$ cat config.mk
export PLATFORM = sky130hd
export DESIGN_NAME = tlu_controller
export DESIGN_NICKNAME = d
export VERILOG_FILES = /design/src/tlu_cfg_pkg.sv /design/src/tlu_fsm_pkg.sv /design/src/tlu_controller.sv /design/src/tlu_handshake_fsm.sv /design/src/trigger_input_stage.sv /design/src/trigger_word_builder.sv
export VERILOG_INCLUDE_DIRS = /design/src
export SDC_FILE = /design/constraint.sdc
export NUM_CORES = 1
export LEC_CHECK = 0
export BUFFER_PORTS_ARGS = -buffer_cell sky130_fd_sc_hd__buf_2
export CAP_MARGIN = 20
export CORE_ASPECT_RATIO = 0.8
export CORE_MARGIN = 10
export CORE_UTILIZATION = 35
export CTS_CLUSTER_DIAMETER = 30
export DETAILED_ROUTE_END_ITERATION = 16
export PLACE_DENSITY_LB_ADDON = 0.08
export SYNTH_ARGS = -nofsm -noshare
export SYNTH_HDL_FRONTEND = slang
export SYNTH_HIERARCHICAL = 1
export SYNTH_SLANG_ARGS = --single-unit
$ cat constraint.sdc
create_clock -name TRIGGER_CLK -period 3.6 [get_ports TRIGGER_CLK]
set_input_delay 0.54 -clock TRIGGER_CLK [delete_from_list [all_inputs] [get_ports TRIGGER_CLK]]
set_output_delay 0.54 -clock TRIGGER_CLK [all_outputs]
set_load 0.01 [all_outputs]
$ cat src/tlu_consts.svh
// TLU controller constants
// bit clock divisor, readout length, word widths and the
// extra sync wait used before the trigger number is latched
`ifndef TLU_CONSTS_SVH
`define TLU_CONSTS_SVH

// system clock cycles per TLU bit clock
`define TLU_CLOCK_DIVISOR 8

// TLU bit clocks per readout, first one carries no data
`define TLU_CLOCK_CYCLES 17

// recovered trigger number width
`define TLU_NUMBER_BITS (`TLU_CLOCK_CYCLES - 1)

// sampling shift register, one sample per system cycle of the burst
`define TLU_SR_WIDTH (`TLU_CLOCK_CYCLES * `TLU_CLOCK_DIVISOR)

`define TRIGGER_WORD_WIDTH 32

// wait cycles on top of the data delay before latching
`define TLU_SYNC_MARGIN 5

`endif

$ cat src/tlu_cfg_pkg.sv
// TLU controller configuration types
// trigger mode and output data format as seen on the config ports
package tlu_cfg_pkg;

    // 2'b01 is unused and handled like the plain external trigger
    typedef enum logic [1:0]
    {
        MODE_EXTERNAL    = 2'b00, // accept on rising edge of trigger
        MODE_TLU_NO_DATA = 2'b10, // busy handshake only
        MODE_TLU_DATA    = 2'b11  // handshake plus serial trigger number
    } trigger_mode_e;

    typedef enum logic [1:0]
    {
        FMT_TRIGGER_NUMBER = 2'b00, // counter or TLU number
        FMT_TIMESTAMP      = 2'b01, // timestamp only
        FMT_COMBINED       = 2'b10  // timestamp upper half, number lower half
    } data_format_e;

endpackage

$ cat src/tlu_fsm_pkg.sv
// TLU handshake control types
// state encoding of the handshake FSM
package tlu_fsm_pkg;

    typedef enum logic [2:0]
    {
        ST_IDLE              = 3'b000,
        ST_SEND_COMMAND      = 3'b001, // external trigger, no wait
        ST_WAIT_TRIGGER_LOW  = 3'b010, // TLU holds trigger until busy seen
        ST_SEND_TLU_CLOCK    = 3'b011, // clock burst for the trigger number
        ST_WAIT_BEFORE_LATCH = 3'b100, // cable delay and sync
        ST_LATCH_DATA        = 3'b101, // one cycle, word written
        ST_WAIT_ACK          = 3'b110  // until both acknowledges seen
    } tlu_state_e;

endpackage

$ cat src/tlu_controller.sv
// TLU controller top
// input stage, handshake FSM and trigger word builder; one tagged
// trigger word is written per accepted trigger
`include "tlu_consts.svh"

module tlu_controller (
    input  logic                            TRIGGER_CLK,
    input  logic                            RESET,
    input  logic                            trigger,
    input  logic                            trigger_enable,
    input  logic                            trigger_veto,
    input  logic                            trigger_acknowledge,
    input  logic                            fifo_acknowledge,
    input  tlu_cfg_pkg::trigger_mode_e      trigger_mode,
    input  tlu_cfg_pkg::data_format_e       data_format,
    input  logic [3:0]                      tlu_trigger_data_delay,
    input  logic [7:0]                      tlu_low_time_out,
    input  logic                            tlu_data_msb_first,
    input  logic                            tlu_reset_flag,
    input  logic                            counter_set,
    input  logic [`TRIGGER_WORD_WIDTH-1:0]  counter_set_value,
    output logic [`TRIGGER_WORD_WIDTH-1:0]  trigger_data,
    output logic                            trigger_data_write,
    output logic                            trigger_accepted_flag,
    output logic [`TRIGGER_WORD_WIDTH-1:0]  timestamp,
    output logic                            tlu_busy,
    output logic                            fifo_preempt_req,
    output logic                            tlu_clock_enable,
    output logic                            low_timeout_error_flag
);

    logic                     trigger_rise;
    logic                     enable_rise;
    logic                     trigger_level;
    logic [`TLU_SR_WIDTH-1:0] sample_sr;
    logic                     accept_pulse;
    logic                     capture_timestamp;
    logic                     latch_pulse;

    trigger_input_stage i_input_stage (
        .TRIGGER_CLK    (TRIGGER_CLK),
        .RESET          (RESET),
        .trigger        (trigger),
        .trigger_enable (trigger_enable),
        .accept_pulse   (accept_pulse),
        .trigger_rise   (trigger_rise),
        .enable_rise    (enable_rise),
        .trigger_level  (trigger_level),
        .sample_sr      (sample_sr)
    );

    tlu_handshake_fsm i_fsm (
        .TRIGGER_CLK            (TRIGGER_CLK),
        .RESET                  (RESET),
        .trigger_rise           (trigger_rise),
        .enable_rise            (enable_rise),
        .trigger_level          (trigger_level),
        .trigger_enable         (trigger_enable),
        .trigger_veto           (trigger_veto),
        .trigger_acknowledge    (trigger_acknowledge),
        .fifo_acknowledge       (fifo_acknowledge),
        .trigger_mode           (trigger_mode),
        .tlu_trigger_data_delay (tlu_trigger_data_delay),
        .tlu_low_time_out       (tlu_low_time_out),
        .accept_pulse           (accept_pulse),
        .capture_timestamp      (capture_timestamp),
        .latch_pulse            (latch_pulse),
        .tlu_busy               (tlu_busy),
        .fifo_preempt_req       (fifo_preempt_req),
        .tlu_clock_enable       (tlu_clock_enable),
        .low_timeout_error_flag (low_timeout_error_flag)
    );

    trigger_word_builder i_builder (
        .TRIGGER_CLK        (TRIGGER_CLK),
        .RESET              (RESET),
        .sample_sr          (sample_sr),
        .accept_pulse       (accept_pulse),
        .capture_timestamp  (capture_timestamp),
        .latch_pulse        (latch_pulse),
        .tlu_reset_flag     (tlu_reset_flag),
        .counter_set        (counter_set),
        .counter_set_value  (counter_set_value),
        .tlu_data_msb_first (tlu_data_msb_first),
        .trigger_mode       (trigger_mode),
        .data_format        (data_format),
        .trigger_data       (trigger_data),
        .timestamp          (timestamp)
    );

    assign trigger_data_write    = latch_pulse;
    assign trigger_accepted_flag = accept_pulse;

endmodule

$ cat src/tlu_handshake_fsm.sv
// TLU handshake FSM
// accepts a trigger, runs the TLU busy handshake and clock burst,
// waits the data delay, latches the word and then holds until the
// trigger and FIFO acknowledges have both been seen
`include "tlu_consts.svh"

module tlu_handshake_fsm (
    input  logic                        TRIGGER_CLK,
    input  logic                        RESET,
    input  logic                        trigger_rise,
    input  logic                        enable_rise,
    input  logic                        trigger_level,
    input  logic                        trigger_enable,
    input  logic                        trigger_veto,
    input  logic                        trigger_acknowledge,
    input  logic                        fifo_acknowledge,
    input  tlu_cfg_pkg::trigger_mode_e  trigger_mode,
    input  logic [3:0]                  tlu_trigger_data_delay,
    input  logic [7:0]                  tlu_low_time_out,
    output logic                        accept_pulse,
    output logic                        capture_timestamp,
    output logic                        latch_pulse,
    output logic                        tlu_busy,
    output logic                        fifo_preempt_req,
    output logic                        tlu_clock_enable,
    output logic                        low_timeout_error_flag
);

    localparam int CLK_CNT_W = $clog2(`TLU_SR_WIDTH);

    tlu_fsm_pkg::tlu_state_e state;
    tlu_fsm_pkg::tlu_state_e state_next;

    logic [CLK_CNT_W-1:0] clk_cnt;     // cycles into the clock burst
    logic [4:0]           wait_cnt;    // cycles into the latch wait
    logic [4:0]           wait_target;
    logic [7:0]           timeout_cnt; // cycles waiting for trigger low
    logic                 timeout_hit;
    logic                 trigger_acked;
    logic                 fifo_acked;
    logic                 start_ok;
    logic                 tlu_mode;
    logic                 busy_q;

    // no new trigger while the previous one is still being acknowledged
    assign start_ok = trigger_enable & ~trigger_acknowledge & ~fifo_acknowledge;

    assign tlu_mode = (trigger_mode == tlu_cfg_pkg::MODE_TLU_NO_DATA) ||
                      (trigger_mode == tlu_cfg_pkg::MODE_TLU_DATA);

    assign wait_target = 5'(tlu_trigger_data_delay) + 5'(`TLU_SYNC_MARGIN - 1);

    // zero time-out disables the check
    assign timeout_hit = trigger_level && (tlu_low_time_out != 8'd0) &&
                         (timeout_cnt == tlu_low_time_out);

    // timestamp follows every trigger edge seen in idle, accepted or not
    assign capture_timestamp = (state == tlu_fsm_pkg::ST_IDLE) && trigger_rise;

    always_comb
    begin
        state_next = state;
        case (state)
            tlu_fsm_pkg::ST_IDLE:
            begin
                if (tlu_mode)
                begin
                    // TLU may already hold trigger high when enabled
                    if (start_ok && (trigger_rise || (trigger_level && enable_rise)))
                        state_next = tlu_fsm_pkg::ST_WAIT_TRIGGER_LOW;
                end
                else if (start_ok && trigger_rise && !trigger_veto)
                begin
                    state_next = tlu_fsm_pkg::ST_SEND_COMMAND;
                end
            end
            tlu_fsm_pkg::ST_SEND_COMMAND:
            begin
                state_next = tlu_fsm_pkg::ST_LATCH_DATA;
            end
            tlu_fsm_pkg::ST_WAIT_TRIGGER_LOW:
            begin
                if (!trigger_level || timeout_hit)
                begin
                    if (trigger_mode == tlu_cfg_pkg::MODE_TLU_DATA)
                        state_next = tlu_fsm_pkg::ST_SEND_TLU_CLOCK;
                    else
                        state_next = tlu_fsm_pkg::ST_LATCH_DATA;
                end
            end
            tlu_fsm_pkg::ST_SEND_TLU_CLOCK:
            begin
                if (clk_cnt == CLK_CNT_W'(`TLU_SR_WIDTH - 1))
                    state_next = tlu_fsm_pkg::ST_WAIT_BEFORE_LATCH;
            end
            tlu_fsm_pkg::ST_WAIT_BEFORE_LATCH:
            begin
                if (wait_cnt == wait_target)
                    state_next = tlu_fsm_pkg::ST_LATCH_DATA;
            end
            tlu_fsm_pkg::ST_LATCH_DATA:
            begin
                state_next = tlu_fsm_pkg::ST_WAIT_ACK;
            end
            tlu_fsm_pkg::ST_WAIT_ACK:
            begin
                if (trigger_acked && fifo_acked)
                    state_next = tlu_fsm_pkg::ST_IDLE;
            end
            default:
            begin
                state_next = tlu_fsm_pkg::ST_IDLE;
            end
        endcase
    end

    // outputs registered from the next state so they line up with state
    always_ff @(posedge TRIGGER_CLK)
    begin
        if (RESET)
        begin
            state                  <= tlu_fsm_pkg::ST_IDLE;
            accept_pulse           <= 1'b0;
            latch_pulse            <= 1'b0;
            busy_q                 <= 1'b0;
            tlu_clock_enable       <= 1'b0;
            low_timeout_error_flag <= 1'b0;
            clk_cnt                <= '0;
            wait_cnt               <= '0;
            timeout_cnt            <= '0;
            trigger_acked          <= 1'b0;
            fifo_acked             <= 1'b0;
        end
        else
        begin
            state <= state_next;
            accept_pulse <= (state == tlu_fsm_pkg::ST_IDLE) &&
                            (state_next != tlu_fsm_pkg::ST_IDLE);
            latch_pulse      <= state_next == tlu_fsm_pkg::ST_LATCH_DATA;
            busy_q           <= state_next != tlu_fsm_pkg::ST_IDLE;
            tlu_clock_enable <= state_next == tlu_fsm_pkg::ST_SEND_TLU_CLOCK;
            // leaves the wait state on the hit, so a single pulse
            low_timeout_error_flag <= (state == tlu_fsm_pkg::ST_WAIT_TRIGGER_LOW) &&
                                      timeout_hit;

            if (state == tlu_fsm_pkg::ST_WAIT_TRIGGER_LOW)
                timeout_cnt <= timeout_cnt + 8'd1;
            else
                timeout_cnt <= '0;

            if (state == tlu_fsm_pkg::ST_SEND_TLU_CLOCK)
                clk_cnt <= clk_cnt + 1'b1;
            else
                clk_cnt <= '0;

            if (state == tlu_fsm_pkg::ST_WAIT_BEFORE_LATCH)
                wait_cnt <= wait_cnt + 5'd1;
            else
                wait_cnt <= '0;

            // sticky acknowledges, armed once the trigger is accepted
            if (state == tlu_fsm_pkg::ST_IDLE)
            begin
                trigger_acked <= 1'b0;
                fifo_acked    <= 1'b0;
            end
            else
            begin
                if (trigger_acknowledge)
                    trigger_acked <= 1'b1;
                if (fifo_acknowledge)
                    fifo_acked <= 1'b1;
            end
        end
    end

    assign tlu_busy         = busy_q;
    assign fifo_preempt_req = busy_q; // FIFO held for the whole handshake

endmodule

$ cat src/trigger_input_stage.sv
// TLU trigger input stage
// edge detection on trigger and trigger enable, and the raw sampling
// shift register used to recover the serial trigger number
`include "tlu_consts.svh"

module trigger_input_stage (
    input  logic                       TRIGGER_CLK,
    input  logic                       RESET,
    input  logic                       trigger,
    input  logic                       trigger_enable,
    input  logic                       accept_pulse,
    output logic                       trigger_rise,
    output logic                       enable_rise,
    output logic                       trigger_level,
    output logic [`TLU_SR_WIDTH-1:0]   sample_sr
);

    logic trigger_q; // previous cycle level
    logic enable_q;

    always_ff @(posedge TRIGGER_CLK)
    begin
        if (RESET)
        begin
            trigger_q <= 1'b0;
            enable_q  <= 1'b0;
        end
        else
        begin
            trigger_q <= trigger;
            enable_q  <= trigger_enable;
        end
    end

    assign trigger_rise  = trigger & ~trigger_q;
    assign enable_rise   = trigger_enable & ~enable_q;
    assign trigger_level = trigger;

    // newest sample in bit 0, cleared when a trigger is accepted
    always_ff @(posedge TRIGGER_CLK)
    begin
        if (RESET || accept_pulse)
        begin
            sample_sr <= '0;
        end
        else
        begin
            sample_sr <= {sample_sr[`TLU_SR_WIDTH-2:0], trigger};
        end
    end

endmodule

$ cat src/trigger_word_builder.sv
// trigger word builder
// timestamp and trigger counter, serial trigger number recovery from
// the sampling register and the output word format mux
`include "tlu_consts.svh"

module trigger_word_builder (
    input  logic                            TRIGGER_CLK,
    input  logic                            RESET,
    input  logic [`TLU_SR_WIDTH-1:0]        sample_sr,
    input  logic                            accept_pulse,
    input  logic                            capture_timestamp,
    input  logic                            latch_pulse,
    input  logic                            tlu_reset_flag,
    input  logic                            counter_set,
    input  logic [`TRIGGER_WORD_WIDTH-1:0]  counter_set_value,
    input  logic                            tlu_data_msb_first,
    input  tlu_cfg_pkg::trigger_mode_e      trigger_mode,
    input  tlu_cfg_pkg::data_format_e       data_format,
    output logic [`TRIGGER_WORD_WIDTH-1:0]  trigger_data,
    output logic [`TRIGGER_WORD_WIDTH-1:0]  timestamp
);

    localparam int HALF = `TRIGGER_WORD_WIDTH / 2;

    logic [`TRIGGER_WORD_WIDTH-1:0] trig_cnt;
    logic [`TRIGGER_WORD_WIDTH-1:0] cnt_snapshot;
    logic [`TRIGGER_WORD_WIDTH-1:0] ts_capture;
    logic [`TLU_NUMBER_BITS-1:0]    recovered;
    logic [`TLU_NUMBER_BITS-1:0]    number_reg;
    logic [`TLU_NUMBER_BITS-1:0]    number_word;
    logic [`TRIGGER_WORD_WIDTH-1:0] base_word;

    always_ff @(posedge TRIGGER_CLK)
    begin
        if (RESET || tlu_reset_flag)
            timestamp <= '0;
        else
            timestamp <= timestamp + 1'b1;
    end

    always_ff @(posedge TRIGGER_CLK)
    begin
        if (RESET)
            trig_cnt <= '0;
        else if (counter_set)
            trig_cnt <= counter_set_value;
        else if (accept_pulse)
            trig_cnt <= trig_cnt + 1'b1;
    end

    // snapshot takes the count before this trigger's increment
    always_ff @(posedge TRIGGER_CLK)
    begin
        if (accept_pulse)
            cnt_snapshot <= trig_cnt;
        if (capture_timestamp)
            ts_capture <= timestamp;
        if (latch_pulse)
            number_reg <= recovered;
    end

    // one sample per divisor window, oldest window first
    always_comb
    begin
        recovered = '0;
        for (int j = 0; j < `TLU_NUMBER_BITS; j++)
        begin
            if (tlu_data_msb_first)
                recovered[`TLU_NUMBER_BITS-1-j] =
                    sample_sr[(`TLU_CLOCK_CYCLES - j) * `TLU_CLOCK_DIVISOR - 1];
            else
                recovered[j] =
                    sample_sr[(`TLU_CLOCK_CYCLES - j) * `TLU_CLOCK_DIVISOR - 1];
        end
    end

    // valid already in the write cycle, held afterwards
    assign number_word = latch_pulse ? recovered : number_reg;

    always_comb
    begin
        if (trigger_mode == tlu_cfg_pkg::MODE_TLU_DATA)
            base_word = {1'b1, {(`TRIGGER_WORD_WIDTH - 1 - `TLU_NUMBER_BITS){1'b0}},
                         number_word};
        else
            base_word = {1'b1, cnt_snapshot[`TRIGGER_WORD_WIDTH-2:0]};

        case (data_format)
            tlu_cfg_pkg::FMT_TIMESTAMP:
                trigger_data = {1'b1, ts_capture[`TRIGGER_WORD_WIDTH-2:0]};
            tlu_cfg_pkg::FMT_COMBINED:
                trigger_data = {1'b1, ts_capture[HALF-2:0], base_word[HALF-1:0]};
            default:
                trigger_data = base_word;
        endcase
    end

endmodule
# After elaboration in Yosys (flattened, before gate mapping)
# Cells that the tools add are included.
[word_totals]
ff_bits = 311
latch_bits = 0
ramBits = 0
romBits = 0
inputBits = 58
n_memories = 0
[classes]
add_sub_neg = 6
mul = 0
n_div = 0
magnitude_cmp = 0
n_eq_ne = 15
n_shift = 0
muxes = 30
bitwise = 11
n_reduce_logical = 25
[ops]
columns = ["operator", "n"]
rows = [
  ["$add A32 B1 Y32 const B", 2],
  ["$mux W32", 2],
  ["$pmux W31 S2", 1],
  ["$mux W31", 1],
  ["$mux W3", 8],
  ["$pmux W3 S7", 1],
  ["$add A8 B1 Y8 const B", 2],
  ["$mux W1", 16],
  ["$mux W16", 1],
  ["$eq A3 B3 Y1 const B", 4],
  ["$logic_and A1 B1 Y1", 10],
  ["$eq A3 B2 Y1 const B", 3],
  ["$eq A8 B8 Y1", 1],
  ["$eq A8 B8 Y1 const B", 1],
  ["$reduce_bool A8 Y1", 1],
  ["$reduce_or A2 Y1", 4],
  ["$not A1 Y1", 7],
  ["$eq A2 B2 Y1 const B", 3],
  ["$add A4 B3 Y5 const B", 1],
  ["$add A5 B1 Y5 const B", 1],
  ["$eq A5 B5 Y1", 1],
  ["$logic_or A1 B1 Y1", 5],
  ["$and A1 B1 Y1", 4],
  ["$eq A3 B1 Y1 const B", 1],
  ["5 further kinds", 6],
]

# Longest topological paths before layout
[depth]
depth_word = 10
ltp_mapped = 7
depth_no_buf = 6

# Cells and area by module
# Netlist, hierarchy kept.
[modules_own_cells]
columns = ["module", "n_inst", "cells_each", "area_each_um2"]
rows = [
  ["trigger_word_builder", 1, 650, 6570.1],
  ["trigger_input_stage", 1, 309, 4618.2],
  ["tlu_handshake_fsm", 1, 163, 1476.4],
]

# Worst setup path before layout
# No wires, ideal clock.
[synth_timing]
path_type = "reg2reg"
startpoint = "register i_fsm.accept_pulse"
endpoint = "register i_builder.trig_cnt[20]"
setup_ps = 91
arrival_ps = 2572
slack_ps = 937
path_stages_with_launch = 6
path_buffers = 1
period_less_slack_ps = 2663
path_cell_list = "dfxtp_1 -> buf_2 -> inv_1 -> or3_4 -> or4_1 -> a311oi_1"
[synth_between]
elab_chain_len = 1
[synth_lines]
columns = ["element", "line_no", "source"]
rows = [
  ["start: declaration", "tlu_handshake_fsm.sv:20", "output logic accept_pulse,"],
  ["start signal: assignment", "tlu_handshake_fsm.sv:137", "accept_pulse <= (state == tlu_fsm_pkg::ST_IDLE) &&"],
  ["$reduce_bool A2 Y1 (no line)", "-", ""],
  ["end signal: assignment", "trigger_word_builder.sv:46", "trig_cnt <= counter_set_value;"],
  ["end signal: assignment", "trigger_word_builder.sv:48", "trig_cnt <= trig_cnt + 1'b1;"],
  ["end: declaration", "trigger_word_builder.sv:25", "logic [`TRIGGER_WORD_WIDTH-1:0] trig_cnt;"],
]
# No other way between the ends.
# A chain may end at the register's enable or synchronous reset.

# Final worst setup path
[layout_timing]
startpoint = "input data_format[0]"
endpoint = "output trigger_data[6]"
[layout_between]
elab_chain_len = 2
word_cells_on_any_way = 3
classes_between = "eq/ne: 2; mux: 1"
[layout_lines]
columns = ["element", "line_no", "source"]
rows = [
  ["start: declaration", "tlu_controller.sv:15", "input tlu_cfg_pkg::data_format_e data_format,"],
  ["$eq A2 B2 Y1 / $eq A2 B1 Y1 (equally long branches)", "trigger_word_builder.sv:88", "case (data_format)"],
  ["$pmux W31 S2 *", "trigger_word_builder.sv:88", ""],
  ["end: declaration", "tlu_controller.sv:22", "output logic [`TRIGGER_WORD_WIDTH-1:0] trigger_data,"],
]
# Mark *: on every way between the ends. The rest lies on a longest branch, timed or not.

==> results_dict.tcl <==
set metrics [dict create \
    syn_nets 1188 \
    r2r-start "i_builder/timestamp[6]" \
    gp_congestion 0.8449 \
    insertion_delay_ns 0.56 \
    maxCapViolations 0 \
    die_area_um2 44240 \
    numCtsBuffers 66 \
    nets 1320 \
    finalClockSkew_ns 0.02356 \
    viasPerCell 5.083 \
    leakage_nw 6.183 \
    avgSynthCellArea_um2 11.29 \
    synth_cells 1122 \
    synth-compound-area-share 0.08348 \
    vias 9078 \
    synthesis.area_um2 12660 \
    grt_start_max_net_pins 159 \
    r2r_cells 4 \
    synth_seq_cells 310 \
    min_period_ns 2.718 \
    use_met3 0.03871 \
    cp_data_arrival_time_ns 2.18 \
    start_util 0.3534 \
    drt_iter0_markers 753 \
    synth_simple_gate_area_frac 0.2660 \
    gr-total-overflow 0 \
    fillers 3433 \
    hold_viol_final 0 \
    period_share 0.7550 \
    synth_edf_count 62 \
    setup_tns_ns 0 \
    cts_resized 0 \
    synth_top_cell_area_share 0.3920 \
    timing.critical_path.to "trigger_data[6]" \
    post_cts_buffers 0 \
    drc 0 \
    wl_per_cell_um 18.34 \
    power_density_nw_per_um2 657.4 \
    r2r_slack_ns 1.12 \
    ir_drop_uv 389.0 \
    die_y_um 190.1 \
    track_usage 0.1466 \
    max-slew-margin-rel 0.2539 \
    startpoint "data_format[0]" \
    cp-start-kind "primary input" \
    ys_async_sr_fraction 0 \
    routed_wl_um 32760 \
    clkTransAtPathRegs_ns 0.04 \
    crit_path_max_fanout 16 \
    largest_reg_flops 136 \
    synth_largest_area_cell "dfxtp_1" \
    ys.flop_type "dfxtp_1" \
    rsz0062_at_grt "false" \
    diodes 0 \
    portBuffers 125 \
    top_regs "i_input_stage/sample_sr x136, i_builder/timestamp x32" \
    busiest_layer "met1" \
    grt_pass1_vias 8851 \
    synth_fa_ha_area_frac 0.007904 \
    seqCellArea_um2 6830 \
    first_pass_iters 7 \
    max_freq_ghz 0.3679 \
    grt_util_met1 0.2100 \
    core_um2 35840 \
    fp.dieW_um 232.7 \
    drive_above_1_share 0.2948 \
    cts_root_buf "clkbuf_16" \
    status "complete, no violations" \
    synth.distinct_cells 61 \
    ys_warn_count 6 \
    top_register "i_input_stage/sample_sr" \
    synth_top_family_by_area "simple AND/OR/NAND/NOR gates" \
    setup_viol 0 \
    antenna_left 0 \
    multi_input_area_um2 5313 \
    io_pins 128 \
    grtUsageMet2 0.2057 \
    ctsHoldBuffers 0 \
    ys_seq_area_frac 0.5390 \
    antenna_found_initial 0 \
    cts_tree "yes" \
    worst_hold_path_type "in -> reg" \
    ctsLongestPathBuffers 3 \
    maxSlewViolCount 0 \
    grt_pass1_wl_um 51170 \
    worst_ep_required_time_ns 3.06 \
    htreeDepth 3 \
    clock_sinks 310 \
    worst_pin_slew_ns 1.119 \
    std_cell_rows 62 \
    area_delta_synth_final_pct 25.96 \
    synth.area.mux_share 0.02845 \
    synth_xor_area_frac 0.03320 \
    crit_type "in -> out" \
    holdWs_ns 0.2360 \
    hold_path_depth 3 \
    r2r_end "i_builder/timestamp[21]" \
    ys_top_cells_by_area "dfxtp_1, edfxtp_1, nor3b_2" \
    end_kind "output port" \
    dp_hpwl_um 21620 \
]
-- final cells by class --
cell class              instances  share of cell area
flip-flops and latches        310              0.4282
multi-input cells             705              0.3330
clock buffers                  88              0.1196
repair buffers                137             0.04698
well taps                     480             0.03765
clock inverters                32             0.02659
inverters                      34            0.008000
-- cell usage after synthesis, types with 17 or more instances --
cell type,n
a21oi_1,43
and4_1,17
buf_2,20
clkbuf_1,25
dfxtp_1,248
edfxtp_1,62
inv_1,34
mux2i_1,36
nand2_1,54
nand3_1,39
nand4_1,22
nor2_1,86
nor3b_1,22
nor3b_2,120
o21ai_0,33
or4_1,19
xor2_1,35
-- metrics by stage --
| stage | setup slack (ns) | util | instances | instance area [um^2] | power (mW) |
|---|---|---|---|---|---|
| global route | 0.6691 | 0.4451 | 1786 | 15950 | 10.88 |
| global placement | 0.6788 | 0.3798 | 1665 | 13610 | 4.352 |
| floorplan | 0.9373 | - | 1122 | 12660 | 4.147 |
| detailed placement | 0.6964 | 0.3798 | 1665 | 13610 | 4.354 |
| finish | 0.8819 | 0.4451 | 1786 | 15950 | 10.49 |
| CTS | 0.6827 | 0.4449 | 1785 | 15950 | 10.64 |
-- worst max-delay path, stage by stage --
cell     delay, ns
buf_2         0.09
inv_1         0.04
ha_1          0.33
nor2_1        0.66
o21ai_0       0.31
buf_2         0.22
-- worst min path at each step --
stage	start	end	slack, ns
after CTS	counter_set_value[1]	i_builder/trig_cnt[1]	0.21
after floorplan	i_fsm/clk_cnt[0]	i_fsm/clk_cnt[0]	0.41
after global routing	counter_set_value[1]	i_builder/trig_cnt[1]	0.21
after detailed placement	i_fsm/clk_cnt[0]	i_fsm/clk_cnt[0]	0.44
after global placement	i_fsm/clk_cnt[0]	i_fsm/clk_cnt[0]	0.43
final	counter_set_value[1]	i_builder/trig_cnt[1]	0.24
-- where the power goes --
part / leakage, nW / internal (mW) / switching (mW)
sequential: 2.61 / 3.67 / 0.0970
clock: 1.14 / 4.29 / 1.91
combinational: 2.44 / 0.171 / 0.344
total: 6.18 / 8.14 / 2.35
-- cells by family (layout without fill, tap and decap cells) --
group	after synthesis	after routing
simple gates	458	458
flops	310	310
compound gates	154	154
buf+inv	107	291
xor+xnor	48	48
mux	36	36
fa+ha+maj	8	8
other cells	1	1
-- layer usage --
| layer | wire [um] | part of all wire | vias up |
|---|---|---|---|
| met3 | 1912 | 0.058 | 61 |
| met2 | 13880 | 0.42 | 237 |
| met4 | 758 | 0.023 | 0 |
| li1 | - | - | 4379 |
| met1 | 16200 | 0.49 | 4401 |
| met5 | 0 | 0 | - |
-- cells in the final DEF, fill, tap and decap left out, types with 9 or more instances in the layout --
cell type  Yosys  layout
a311oi_1      13      13
a211oi_1      11      11
nand3_1       39      39
nor2_1        86      86
clkbuf_16      0      69
xor2_1        35      35
nor3b_1       22      22
buf_2         20     124
clkbuf_8       0      12
o31ai_1       16      16
edfxtp_1      62      62
or3_1          9       9
nor3b_2      120     120
a21oi_1       43      43
buf_4          9      10
clkinv_2       0       9
a222oi_1      15      15
and4_1        17      17
and3_1        15      15
nor3_1         9       9
nor2b_1       11      10
o21ai_0       33      33
xnor2_1       13      13
mux2i_1       36      36
or4_1         19      19
inv_1         34      34
nand2_1       54      54
dfxtp_1      248     247
nand4_1       22      22
Power figures use the tool's default switching activity.
